`config.mk`:
```
export PLATFORM = sky130hd
export DESIGN_NAME = mem_subsys
export DESIGN_NICKNAME = d
export VERILOG_FILES = /design/src/lsu_pkg.sv /design/src/dcache.sv /design/src/lsu.sv /design/src/mem_subsys.sv /design/src/uncache_channel.sv
export SDC_FILE = /design/constraint.sdc
export NUM_CORES = 1
export LEC_CHECK = 0
export BUFFER_PORTS_ARGS = -buffer_cell sky130_fd_sc_hd__buf_2
export CORE_MARGIN = 2
export CORE_UTILIZATION = 25
export CTS_BUF_LIST = sky130_fd_sc_hd__clkbuf_8
export DETAILED_ROUTE_END_ITERATION = 8
export GPL_ROUTABILITY_DRIVEN = 0
export PLACE_DENSITY = 0.45
export SETUP_SLACK_MARGIN = 0.4
export SKIP_LAST_GASP = 1
export SLEW_MARGIN = 25
export SYNTH_ARGS = -nofsm -noshare
export SYNTH_HDL_FRONTEND = slang
export SYNTH_SLANG_ARGS = --single-unit
```
`constraint.sdc`:
```
create_clock -name clk -period 19.7 [get_ports clk]
set_input_delay 5.91 -clock clk [delete_from_list [all_inputs] [get_ports clk]]
set_output_delay 5.91 -clock clk [all_outputs]
set_load 0.02 [all_outputs]
```
`src/lsu_pkg.sv`:
```
package lsu_pkg;

    localparam int ADDR_W = 32;
    localparam int DATA_W = 32;
    localparam int NBYTES = DATA_W / 8;

    // Direct mapped with 16 lines of one word
    localparam int IDX_W = 4;
    localparam int TAG_W = ADDR_W - IDX_W - 2;

    typedef enum logic [2:0] {
        SIZE_BYTE = 3'd0,
        SIZE_HALF = 3'd1,
        SIZE_WORD = 3'd2
    } req_size_e;

    typedef enum logic [1:0] {
        IDLE,
        REFILL_WAIT,
        UNC_SEND,
        UNC_WAIT
    } lsu_state_e;

    typedef enum logic [1:0] {
        DC_IDLE,
        DC_LOOKUP,
        DC_MEM
    } dc_state_e;

    typedef enum logic {
        UC_IDLE,
        UC_BUSY
    } unc_state_e;

endpackage

```
`src/dcache.sv`:
```
module dcache (
    input  logic                       clk,
    input  logic                       rst,

    input  logic                       dc_pre_valid,
    input  logic [lsu_pkg::ADDR_W-1:0] dc_vaddr,
    input  logic                       dc_valid,
    input  logic [lsu_pkg::ADDR_W-1:0] dc_addr,
    input  logic [lsu_pkg::DATA_W-1:0] dc_wdata,
    input  logic [lsu_pkg::NBYTES-1:0] dc_wstrb,
    output logic                       dc_ready,
    output logic [lsu_pkg::DATA_W-1:0] dc_rdata,

    output logic                       mem_req,
    output logic                       mem_we,
    output logic [lsu_pkg::ADDR_W-1:0] mem_addr,
    output logic [lsu_pkg::DATA_W-1:0] mem_wdata,
    output logic [lsu_pkg::NBYTES-1:0] mem_wstrb,
    input  logic                       mem_ack,
    input  logic [lsu_pkg::DATA_W-1:0] mem_rdata
);
    import lsu_pkg::*;

    logic [TAG_W-1:0]    tag_arr  [2**IDX_W];
    logic [DATA_W-1:0]   data_arr [2**IDX_W];
    logic [2**IDX_W-1:0] vld_arr;

    dc_state_e state;

    logic [ADDR_W-1:0] req_addr;
    logic [DATA_W-1:0] req_wdata;
    logic [NBYTES-1:0] req_wstrb;

    // Line read ahead on dc_pre_valid
    logic [IDX_W-1:0]  rd_idx;
    logic [TAG_W-1:0]  rd_tag;
    logic              rd_vld;
    logic [DATA_W-1:0] rd_data;

    // Same line frozen for the lookup cycle
    logic [IDX_W-1:0]  lk_idx;
    logic [TAG_W-1:0]  lk_tag;
    logic              lk_vld;
    logic [DATA_W-1:0] lk_data;

    logic [IDX_W-1:0]  pre_idx;
    logic [IDX_W-1:0]  req_idx;
    logic [TAG_W-1:0]  req_tag;
    logic              req_store;
    logic              hit;
    logic              accept;
    logic              wr_en;
    logic [DATA_W-1:0] wr_data;
    logic [DATA_W-1:0] merged;

    assign pre_idx   = dc_vaddr[IDX_W+1:2];
    assign req_idx   = req_addr[IDX_W+1:2];
    assign req_tag   = req_addr[ADDR_W-1:IDX_W+2];
    assign req_store = |req_wstrb;
    assign hit       = lk_vld && (lk_idx == req_idx) && (lk_tag == req_tag);

    assign dc_ready = (state == DC_LOOKUP && hit && !req_store)
                      || (state == DC_MEM && mem_ack);
    assign dc_rdata = (state == DC_MEM) ? mem_rdata : lk_data;
    assign accept   = dc_valid && (state == DC_IDLE || (state == DC_LOOKUP && dc_ready));

    always_comb begin
        merged = lk_data;
        for (int b = 0; b < NBYTES; b++) begin
            if (req_wstrb[b]) begin
                merged[b*8 +: 8] = req_wdata[b*8 +: 8];
            end
        end
    end

    // Store hit updates the line and a load refill fills it
    assign wr_en   = (state == DC_LOOKUP && hit && req_store)
                     || (state == DC_MEM && mem_ack && !req_store);
    assign wr_data = (state == DC_MEM) ? mem_rdata : merged;

    always_ff @(posedge clk) begin
        if (rst) begin
            state <= DC_IDLE;
        end else begin
            case (state)
                DC_IDLE: begin
                    if (dc_valid) begin
                        state <= DC_LOOKUP;
                    end
                end
                DC_LOOKUP: begin
                    if (!hit || req_store) begin
                        state <= DC_MEM;
                    end else if (!dc_valid) begin
                        state <= DC_IDLE;
                    end
                end
                DC_MEM: begin
                    if (mem_ack) begin
                        state <= DC_IDLE;
                    end
                end
                default: state <= DC_IDLE;
            endcase
        end
    end

    always_ff @(posedge clk) begin
        if (rst) begin
            vld_arr <= '0;
            rd_vld  <= 1'b0;
        end else begin
            if (wr_en) begin
                vld_arr[req_idx] <= 1'b1;
            end
            if (dc_pre_valid) begin
                rd_vld <= vld_arr[pre_idx] || (wr_en && req_idx == pre_idx);
            end else if (wr_en && req_idx == rd_idx) begin
                rd_vld <= 1'b1;
            end
        end
    end

    always_ff @(posedge clk) begin
        if (wr_en) begin
            tag_arr[req_idx]  <= req_tag;
            data_arr[req_idx] <= wr_data;
        end
        if (dc_pre_valid) begin
            rd_idx <= pre_idx;
            if (wr_en && req_idx == pre_idx) begin
                rd_tag  <= req_tag;
                rd_data <= wr_data;
            end else begin
                rd_tag  <= tag_arr[pre_idx];
                rd_data <= data_arr[pre_idx];
            end
        end else if (wr_en && req_idx == rd_idx) begin
            rd_tag  <= req_tag;
            rd_data <= wr_data;
        end
    end

    always_ff @(posedge clk) begin
        if (accept) begin
            req_addr  <= dc_addr;
            req_wdata <= dc_wdata;
            req_wstrb <= dc_wstrb;
            lk_idx    <= rd_idx;
            lk_tag    <= rd_tag;
            lk_vld    <= rd_vld;
            lk_data   <= rd_data;
        end
    end

    // Write through carries the store strobes and a refill reads a whole word
    assign mem_req   = state == DC_MEM;
    assign mem_we    = req_store;
    assign mem_addr  = {req_addr[ADDR_W-1:2], 2'b00};
    assign mem_wdata = req_wdata;
    assign mem_wstrb = req_wstrb;

endmodule

```
`src/lsu.sv`:
```
module lsu (
    input  logic                       clk,
    input  logic                       rst,

    input  logic                       cpu_pre_valid,
    input  logic [lsu_pkg::ADDR_W-1:0] cpu_vaddr,
    input  logic                       cpu_valid,
    input  logic                       cpu_uncached,
    input  lsu_pkg::req_size_e         cpu_size,
    input  logic [lsu_pkg::ADDR_W-1:0] cpu_addr,
    input  logic [lsu_pkg::DATA_W-1:0] cpu_wdata,
    input  logic [lsu_pkg::NBYTES-1:0] cpu_wstrb,
    input  logic                       cpu_flush,
    output logic                       cpu_ready,
    output logic [lsu_pkg::DATA_W-1:0] cpu_rdata,
    output logic                       cpu_data_valid,

    output logic                       dc_pre_valid,
    output logic [lsu_pkg::ADDR_W-1:0] dc_vaddr,
    output logic                       dc_valid,
    output logic [lsu_pkg::ADDR_W-1:0] dc_addr,
    output logic [lsu_pkg::DATA_W-1:0] dc_wdata,
    output logic [lsu_pkg::NBYTES-1:0] dc_wstrb,
    input  logic [lsu_pkg::DATA_W-1:0] dc_rdata,
    input  logic                       dc_ready,

    output logic                       unc_valid,
    output lsu_pkg::req_size_e         unc_size,
    output logic [lsu_pkg::ADDR_W-1:0] unc_addr,
    output logic [lsu_pkg::DATA_W-1:0] unc_wdata,
    output logic [lsu_pkg::NBYTES-1:0] unc_wstrb,
    input  logic                       unc_ready,
    input  logic [lsu_pkg::DATA_W-1:0] unc_rdata,
    input  logic                       unc_data_ok
);
    import lsu_pkg::*;

    lsu_state_e state;
    lsu_state_e next_state;

    // Stage 1 access
    logic              p1_valid;
    logic              p1_uncached;
    req_size_e         p1_size;
    logic [ADDR_W-1:0] p1_addr;
    logic [DATA_W-1:0] p1_wdata;
    logic [NBYTES-1:0] p1_wstrb;

    logic accept;
    logic new_cached;

    // A hit in the lookup cycle frees stage 1 for the next access
    assign cpu_ready  = (state == IDLE) && (!p1_valid || dc_ready);
    assign accept     = cpu_valid && cpu_ready && !cpu_flush;
    assign new_cached = accept && !cpu_uncached;

    always_ff @(posedge clk) begin
        if (rst) begin
            state <= IDLE;
        end else begin
            state <= next_state;
        end
    end

    always_comb begin
        next_state = state;
        case (state)
            IDLE: begin
                // Miss or store seen in the lookup cycle
                if (p1_valid && !p1_uncached && !dc_ready) begin
                    next_state = REFILL_WAIT;
                end else if (accept && cpu_uncached) begin
                    next_state = UNC_SEND;
                end
            end
            REFILL_WAIT: begin
                if (dc_ready) begin
                    next_state = IDLE;
                end
            end
            UNC_SEND: begin
                if (cpu_flush) begin
                    next_state = IDLE;
                end else if (unc_ready) begin
                    next_state = UNC_WAIT;
                end
            end
            UNC_WAIT: begin
                if (unc_data_ok) begin
                    next_state = IDLE;
                end
            end
            default: next_state = IDLE;
        endcase
    end

    always_ff @(posedge clk) begin
        if (rst || cpu_flush) begin
            p1_valid <= 1'b0;
        end else if (accept) begin
            p1_valid <= 1'b1;
        end else if (dc_ready || unc_data_ok) begin
            p1_valid <= 1'b0;
        end
    end

    always_ff @(posedge clk) begin
        if (accept) begin
            p1_uncached <= cpu_uncached;
            p1_size     <= cpu_size;
            p1_addr     <= cpu_addr;
            p1_wdata    <= cpu_wdata;
            p1_wstrb    <= cpu_wstrb;
        end
    end

    // Index read for the next access
    assign dc_pre_valid = (state == IDLE) && cpu_pre_valid && !cpu_flush;
    assign dc_vaddr     = cpu_vaddr;

    always_comb begin
        if (new_cached) begin
            dc_valid = 1'b1;
            dc_addr  = cpu_addr;
            dc_wdata = cpu_wdata;
            dc_wstrb = cpu_wstrb;
        end else begin
            // Held request goes back to the cache until it answers
            dc_valid = p1_valid && !p1_uncached && !dc_ready
                       && (state == IDLE || state == REFILL_WAIT);
            dc_addr  = p1_addr;
            dc_wdata = p1_wdata;
            dc_wstrb = p1_wstrb;
        end
    end

    assign unc_valid = (state == UNC_SEND) && !cpu_flush;
    assign unc_size  = p1_size;
    assign unc_addr  = p1_addr;
    assign unc_wdata = p1_wdata;
    assign unc_wstrb = p1_wstrb;

    always_comb begin
        if (state == UNC_WAIT) begin
            cpu_rdata      = unc_rdata;
            cpu_data_valid = unc_data_ok && p1_valid;
        end else begin
            cpu_rdata      = dc_rdata;
            cpu_data_valid = dc_ready && p1_valid;
        end
    end

endmodule

```
`src/mem_subsys.sv`:
```
module mem_subsys (
    input  logic                       clk,
    input  logic                       rst,

    input  logic                       cpu_pre_valid,
    input  logic [lsu_pkg::ADDR_W-1:0] cpu_vaddr,
    input  logic                       cpu_valid,
    input  logic                       cpu_uncached,
    input  lsu_pkg::req_size_e         cpu_size,
    input  logic [lsu_pkg::ADDR_W-1:0] cpu_addr,
    input  logic [lsu_pkg::DATA_W-1:0] cpu_wdata,
    input  logic [lsu_pkg::NBYTES-1:0] cpu_wstrb,
    input  logic                       cpu_flush,
    output logic                       cpu_ready,
    output logic [lsu_pkg::DATA_W-1:0] cpu_rdata,
    output logic                       cpu_data_valid,

    output logic                       mem_req,
    output logic                       mem_we,
    output logic [lsu_pkg::ADDR_W-1:0] mem_addr,
    output logic [lsu_pkg::DATA_W-1:0] mem_wdata,
    output logic [lsu_pkg::NBYTES-1:0] mem_wstrb,
    input  logic                       mem_ack,
    input  logic [lsu_pkg::DATA_W-1:0] mem_rdata,

    output logic                       bus_req,
    output logic                       bus_we,
    output lsu_pkg::req_size_e         bus_size,
    output logic [lsu_pkg::ADDR_W-1:0] bus_addr,
    output logic [lsu_pkg::DATA_W-1:0] bus_wdata,
    output logic [lsu_pkg::NBYTES-1:0] bus_wstrb,
    input  logic                       bus_ack,
    input  logic [lsu_pkg::DATA_W-1:0] bus_rdata
);
    import lsu_pkg::*;

    // Unit to cache
    logic              dc_pre_valid;
    logic [ADDR_W-1:0] dc_vaddr;
    logic              dc_valid;
    logic [ADDR_W-1:0] dc_addr;
    logic [DATA_W-1:0] dc_wdata;
    logic [NBYTES-1:0] dc_wstrb;
    logic [DATA_W-1:0] dc_rdata;
    logic              dc_ready;

    // Unit to uncached channel
    logic              unc_valid;
    req_size_e         unc_size;
    logic [ADDR_W-1:0] unc_addr;
    logic [DATA_W-1:0] unc_wdata;
    logic [NBYTES-1:0] unc_wstrb;
    logic              unc_ready;
    logic [DATA_W-1:0] unc_rdata;
    logic              unc_data_ok;

    lsu i_lsu (.*);

    dcache i_dcache (.*);

    uncache_channel i_uncache_channel (.*);

endmodule

```
`src/uncache_channel.sv`:
```
module uncache_channel (
    input  logic                       clk,
    input  logic                       rst,

    input  logic                       unc_valid,
    input  lsu_pkg::req_size_e         unc_size,
    input  logic [lsu_pkg::ADDR_W-1:0] unc_addr,
    input  logic [lsu_pkg::DATA_W-1:0] unc_wdata,
    input  logic [lsu_pkg::NBYTES-1:0] unc_wstrb,
    output logic                       unc_ready,
    output logic                       unc_data_ok,
    output logic [lsu_pkg::DATA_W-1:0] unc_rdata,

    output logic                       bus_req,
    output logic                       bus_we,
    output lsu_pkg::req_size_e         bus_size,
    output logic [lsu_pkg::ADDR_W-1:0] bus_addr,
    output logic [lsu_pkg::DATA_W-1:0] bus_wdata,
    output logic [lsu_pkg::NBYTES-1:0] bus_wstrb,
    input  logic                       bus_ack,
    input  logic [lsu_pkg::DATA_W-1:0] bus_rdata
);
    import lsu_pkg::*;

    unc_state_e state;
    logic       take;

    assign take      = (state == UC_IDLE) && unc_valid;
    assign unc_ready = state == UC_IDLE;
    assign bus_req   = state == UC_BUSY;

    always_ff @(posedge clk) begin
        if (rst) begin
            state       <= UC_IDLE;
            unc_data_ok <= 1'b0;
        end else begin
            unc_data_ok <= 1'b0;
            case (state)
                UC_IDLE: begin
                    if (unc_valid) begin
                        state <= UC_BUSY;
                    end
                end
                UC_BUSY: begin
                    if (bus_ack) begin
                        state       <= UC_IDLE;
                        unc_data_ok <= 1'b1;
                    end
                end
                default: state <= UC_IDLE;
            endcase
        end
    end

    // Request held on the bus until acknowledged
    always_ff @(posedge clk) begin
        if (take) begin
            bus_we    <= |unc_wstrb;
            bus_size  <= unc_size;
            bus_addr  <= unc_addr;
            bus_wdata <= unc_wdata;
            bus_wstrb <= unc_wstrb;
        end
        if (bus_req && bus_ack) begin
            unc_rdata <= bus_rdata;
        end
    end

endmodule
```
==> metrics.yaml, run 1 <==
status: "complete, no violations"
dp_hpwl_mm: 74.2
cp.required_ps: 13790
rows: 164
io_buffers: 321
p_leak_nw: 19.3
worst_clock_skew_ps: 73.8
synth-edff-count: 1295
p_sw_share_pct: 23.5
ys_async_sr_fraction_pct: 0
worst_hold_path_type: "reg2reg"
p_int_w: 0.00442
setup_violations: 0
cp.arrival_ps: 6920
final_cells: 5625
ys_top_cells_by_count: "edfxtp_1, mux4_2, mux2_2, nand2_1, clkbuf_1"
avgViaCountPerCell: 4.36
die_y_um: 453
synth-seq-cells: 1319
max_cap_violations: 0
cts_tree: "yes"
synth_cells: 2237
grt_pass1_wl_mm: 193
clockPowerShare_pct: 40.2
routed_wl_mm: 136
wl_per_cell_um: 24.2
seqPwrFrac_pct: 54.6
grt.overflow.total: 0
dp.cells: 5193
crit_type: "in2out"
crit_path_max_fanout: 6
grtUsageTotal_pct: 13.1
hold_violations: 0
initial_core_util_pct: 25.2
cts_hold_buf: 0
finalSetupTns_ps: 0
drive_gt1_share_pct: 39.0
synthDistinctLibCells: 51
synth_top_cell_area_share_pct: 77.1
seq_area_frac_synth_pct: 78.0
slew_headroom_pct: 31.9
n_fill_cell: 19600
netlist_top_cells_area: "edfxtp_1, mux4_2, mux2_2, mux2i_1, dfxtp_1"
drtPass1Iterations: 5
cts.repair.resized: 0
grt_setup_unrepaired: "no"
irDropWorstVdd_mv: 0.0564
drv_slew: 0
postLayoutCellArea_mm2: 0.0601
fmax_mhz: 77.9
worstPathCellList: "buf_2, nand2_1, nand2_1, nor2_1, nor3_1, buf_2"
core_mm2: 0.200
drtIter0Drc: 1645
p_per_area_mw_per_mm2: 96.0
finalNetCount: 2947
area_growth_pct: 19.1
ctsHtreeMaxLevel: 4
netlist_area_mm2: 0.0505
cp_slowest_cell: "nand2_1"
post_cts_buffers: 0
yosysTopAreaCell: "edfxtp_1"
first_global_vias: 26200
placed_area_mm2: 0.0558
period_needed_ps: 12830
path_clk_slew_ps: 60
ios: 352
synth_most_common_cell: "edfxtp_1"
root_buffer: "clkbuf_8"
end_kind: "output port"
combPwrFrac_pct: 5.1
slowest_delay_ps: 290
drc: 0
grt_max_degree: 96
via_count: 24500
min_period_over_period_pct: 65.1
antenna_found_initial: 8
synth_ff_type: "edfxtp_1"
syn_avg_cell_area_um2: 22.6
die_w_um: 453
die_area_mm2: 0.205
tightest_slew_ps: 1020
p_switching_w: 0.00135
ant_nets: 0
cts_sinks: 1319
cts_made_buffers: 233
clock_latency_ps: 970
yosys_warnings: 0
clockBufferDepth: 3
startpoint_type: "input pin"
-- cells in the final DEF, fill, tap and decap left out, types with 12 or more instances in the layout --
master / synthesis / routed
edfxtp_1: 1295 / 1295
buf_2: 12 / 317
mux2_4: 19 / 19
xnor2_1: 28 / 28
o21ai_0: 65 / 46
nand2b_1: 17 / 17
o21ai_2: 1 / 15
clkinv_2: 0 / 15
dfxtp_1: 24 / 24
clkinv_1: 0 / 77
mux4_2: 295 / 295
clkbuf_8: 0 / 234
o32ai_1: 16 / 16
mux2i_1: 65 / 64
nand2_1: 75 / 75
buf_4: 3 / 94
nor3_2: 0 / 12
mux2_2: 101 / 101
inv_1: 25 / 99
-- through the flow --
step	setup WS, ps	util, %	power (W)	hold WS, ps
after floorplan	2770	-	0.00339	400
after global placement	6540	27.9	0.00351	401
after detailed placement	6820	27.9	0.00352	405
after CTS	6810	30.0	0.00589	377
after global routing	6780	30.0	0.00603	393
final	6870	30.0	0.00577	381
-- critical path: cells and delay by family --
| family | cells | cell delay [ps] |
|---|---|---|
| and+or+nand+nor | 4 | 710 |
| buffers and inverters | 2 | 300 |
-- layout make-up --
class	instances	area (um2)	share of cell area (%)
Sequential cell	1319	39400	65.5
Timing Repair Buffer	415	2350	3.92
Multi-Input combinational cell	778	10700	17.8
Clock buffer	234	3220	5.36
Antenna cell	7	17.5	0.0291
Clock inverter	191	998	1.66
Tap cell	2656	3320	5.53
Inverter	25	98.8	0.164
-- worst paths after layout --
kind,from,end,slack (ps),cells past startpoint
max,mem_ack,cpu_ready,6870,6
min,i_dcache.rd_tag[0]$_DFFE_PP_,i_dcache.lk_tag[0]$_DFFE_PP_,380,0
max reg2reg,i_dcache.req_addr[9]$_DFFE_PP_,i_dcache.req_addr[30]$_DFFE_PP_,14680,8
min reg2reg,i_dcache.rd_tag[0]$_DFFE_PP_,i_dcache.lk_tag[0]$_DFFE_PP_,380,0
-- metal layers --
| metal | GRT usage, % | part of all wire, % | vias up |
|---|---|---|---|
| met4 | 3.61 | 2.0 | 2 |
| met5 | 0 | 0.0096 | - |
| li1 | - | - | 10500 |
| met3 | 2.59 | 4.5 | 199 |
| met1 | 17.8 | 45 | 13200 |
| met2 | 21.2 | 48 | 669 |
-- power groups by stage --
stage	Clock [W]	Combinational [W]	Sequential, W
floorplan	0	0.000174	0.00322
global placement	0	0.000303	0.00321
detailed placement	0	0.000305	0.00321
CTS	0.00243	0.000306	0.00315
global route	0.00255	0.000324	0.00315
finish	0.00232	0.000296	0.00315
-- logic make-up after synthesis --
| logic type | Yosys count | synth area share (%) |
|---|---|---|
| compound gates | 102 | 1.25 |
| mux | 484 | 17.4 |
| buf+inv | 141 | 1.16 |
| simple gates | 155 | 1.58 |
| xor+xnor | 35 | 0.608 |
| other cells | 1 | 0.00743 |
| flops | 1319 | 78.0 |
-- sequential cells by signal, summed over array words and instances, names as in the netlist, 16 cells and up --
signal and cells:
i_dcache.req_addr 30, i_lsu.unc_wdata 32, i_lsu.unc_addr 32, i_uncache_channel.bus_wdata 32, i_dcache.lk_data 32, i_dcache.data_arr 512
i_dcache.rd_data 32, i_dcache.tag_arr 416, i_dcache.lk_tag 26, i_dcache.mem_wdata 32, i_uncache_channel.bus_addr 32, i_dcache.rd_tag 26
i_uncache_channel.unc_rdata 32, i_dcache.vld_arr 16
Power figures use the tool's default switching activity.
==> run 2: changes to the inputs <==
--- a/config.mk
+++ b/config.mk
@@ -11,7 +11,7 @@
 export CTS_BUF_LIST = sky130_fd_sc_hd__clkbuf_8
 export DETAILED_ROUTE_END_ITERATION = 8
 export GPL_ROUTABILITY_DRIVEN = 0
-export PLACE_DENSITY = 0.45
+export PLACE_DENSITY = 0.46
 export SETUP_SLACK_MARGIN = 0.4
 export SKIP_LAST_GASP = 1
 export SLEW_MARGIN = 25
==> constraint.sdc (replaced) <==
create_clock -name clk -period 11.8 [get_ports clk]
set_input_delay 3.54 -clock clk [delete_from_list [all_inputs] [get_ports clk]]
set_output_delay 3.54 -clock clk [all_outputs]
set_load 0.02 [all_outputs]
==> metrics.yaml, run 2 (synthesized netlist as in run 1, its figures left out) <==
status: "complete, no violations"  # unchanged
worst_hold_path_type: "reg2reg"  # unchanged
n_fill_cell: 19500  # was 19600
final_common_cell: "edfxtp_1"  # unchanged
initial_core_util_pct: 25.2  # unchanged
met2WireLength_mm: 65.9  # was 65.6 mm
maxUsedRoutingLayer: "met4"  # was met5
cts_made_buffers: 228  # was 233
worstPathCellList: "buf_2, nand2_1, nand2_1, nor2_1, nor3_1, buf_2"  # unchanged
irDropWorstVdd_mv: 0.112  # was 0.0564 mV
cp_slowest_cell: "nor3_1"  # was nand2_1
crit_type: "in2out"  # unchanged
core_mm2: 0.200  # unchanged
slew_headroom_pct: 31.1  # was 31.9%
slowest_delay_ps: 300  # was 290 ps
die_area_mm2: 0.205  # unchanged
worst_clock_skew_ps: 42.1  # was 73.8 ps
p_leak_nw: 19.2  # was 19.3 nW
setup_slack_ps: 3560  # was 6870 ps
drc: 0  # unchanged
rows: 164  # unchanged
seq_area_mm2: 0.0394  # unchanged
ant_nets: 0  # unchanged
max_cap_violations: 0  # unchanged
wl_per_cell_um: 24.5  # was 24.2 um
hold_violations: 0  # unchanged
finalSetupTns_ps: 0  # unchanged
cts.repair.resized: 0  # unchanged
multi_input_comb_area_mm2: 0.0107  # about the same
path_buf_inv: 2  # unchanged
grtUsageTotal_pct: 13.2  # was 13.1%
final_cells: 5599  # was 5625
end_kind: "output port"  # unchanged
postLayoutCellArea_mm2: 0.0600  # was 0.0601 mm2
most-common-layout-cells: "edfxtp_1, buf_2, mux4_2"  # unchanged
reg_top3: "i_dcache.data_arr: 512 flops, i_dcache.tag_arr: 416 flops"  # unchanged
wirelength_met1_mm: 61.9  # was 61.7 mm
placed_area_mm2: 0.0558  # about the same
area_growth_pct: 18.9  # was 19.1%
dr_wl_met3_mm: 6.39  # was 6.07 mm
period_needed_ps: 8240
crit_path_max_fanout: 6  # unchanged
ios: 352  # unchanged
startpoint_type: "input pin"  # unchanged
root_buffer: "clkbuf_8"  # unchanged
avgViaCountPerCell: 4.38  # was 4.36
dp.cells: 5194  # was 5193
top_register: "i_dcache.data_arr"  # unchanged
grt.overflow.total: 0  # unchanged
largest_register_ffs: 512  # unchanged
ctsHtreeMaxLevel: 4  # unchanged
die_w_um: 453  # unchanged
fmax_mhz: 121
grt_setup_unrepaired: "no"  # unchanged
die_y_um: 453  # unchanged
antenna_found_initial: 9  # was 8
post_cts_buffers: 0  # unchanged
finalNetCount: 2943  # was 2947
setup_violations: 0  # unchanged
tightest_slew_ps: 1030  # was 1020 ps
crit_family: "simple AND/OR/NAND/NOR gates"  # unchanged
cts_tree: "yes"  # unchanged
p_per_area_mw_per_mm2: 160  # was 96.0 mW/mm2
drtPass1Iterations: 5  # unchanged
pre_cts_ws_ps: 3410  # was 6820 ps
min_period_over_period_pct: 69.9
drive_gt1_share_pct: 39.3  # was 39.0%
cp.required_ps: 8260  # was 13790 ps
grt_pass1_wl_mm: 194  # was 193 mm
drv_slew: 0  # unchanged
first_global_vias: 26200  # about the same
io_buffers: 321  # unchanged
cts_hold_buf: 0  # unchanged
drtIter0Drc: 1876  # was 1645
grt_max_degree: 122  # was 96
via_count: 24500  # about the same
cp.arrival_ps: 4700  # was 6920 ps
clock_latency_ps: 970  # about the same
routed_wl_mm: 137  # was 136 mm
dp_hpwl_mm: 74.4  # was 74.2 mm
cts_sinks: 1319  # unchanged
path_clk_slew_ps: 60  # about the same
clockBufferDepth: 3  # unchanged
## run 2: layout make-up
cell class	count	share of cell area, %
clock inverters	172	1.63
repair buffers	416	4.00
inverters	25	0.165
multi-input cells	778	17.8
clock buffers	228	5.23
diodes	5	0.0208
well taps	2656	5.54
flip-flops and latches	1319	65.6
## run 2: routing by layer
layer / up-vias / track usage (%)
li1: 10500 / -
met1: 13100 / 17.8
met2: 693 / 21.6
met3: 233 / 2.79
met4: 0 / 3.72
met5: - / 0
## run 2: final timing paths
kind | start | slack (ps) | depth (start not counted) | to
setup / recovery | mem_ack | 3560 | 6 | cpu_ready
setup reg to reg | i_dcache.req_addr[28]$_DFFE_PP_ | 6930 | 7 | i_dcache.lk_data[10]$_DFFE_PP_
hold / removal | i_dcache.rd_data[31]$_DFFE_PP_ | 400 | 0 | i_dcache.lk_data[31]$_DFFE_PP_
hold reg to reg | i_dcache.rd_data[31]$_DFFE_PP_ | 400 | 0 | i_dcache.lk_data[31]$_DFFE_PP_
## run 2: power breakdown
| part | leakage (nW) | internal (W) | switching [W] |
|---|---|---|---|
| sequential | 11.9 | 0.00523 | 0.0000354 |
| clock | 2.35 | 0.00192 | 0.00194 |
| combinational | 4.98 | 0.000206 | 0.000295 |
| total | 19.2 | 0.00735 | 0.00227 |
## run 2: metrics by stage
stage / util [%] / power [W] / hold slack [ps]
floorplan: - / 0.00566 / 400
global placement: 27.9 / 0.00587 / 401
detailed placement: 27.9 / 0.00587 / 405
CTS: 30.0 / 0.00981 / 408
global route: 30.0 / 0.0100 / 414
finish: 30.0 / 0.00962 / 401
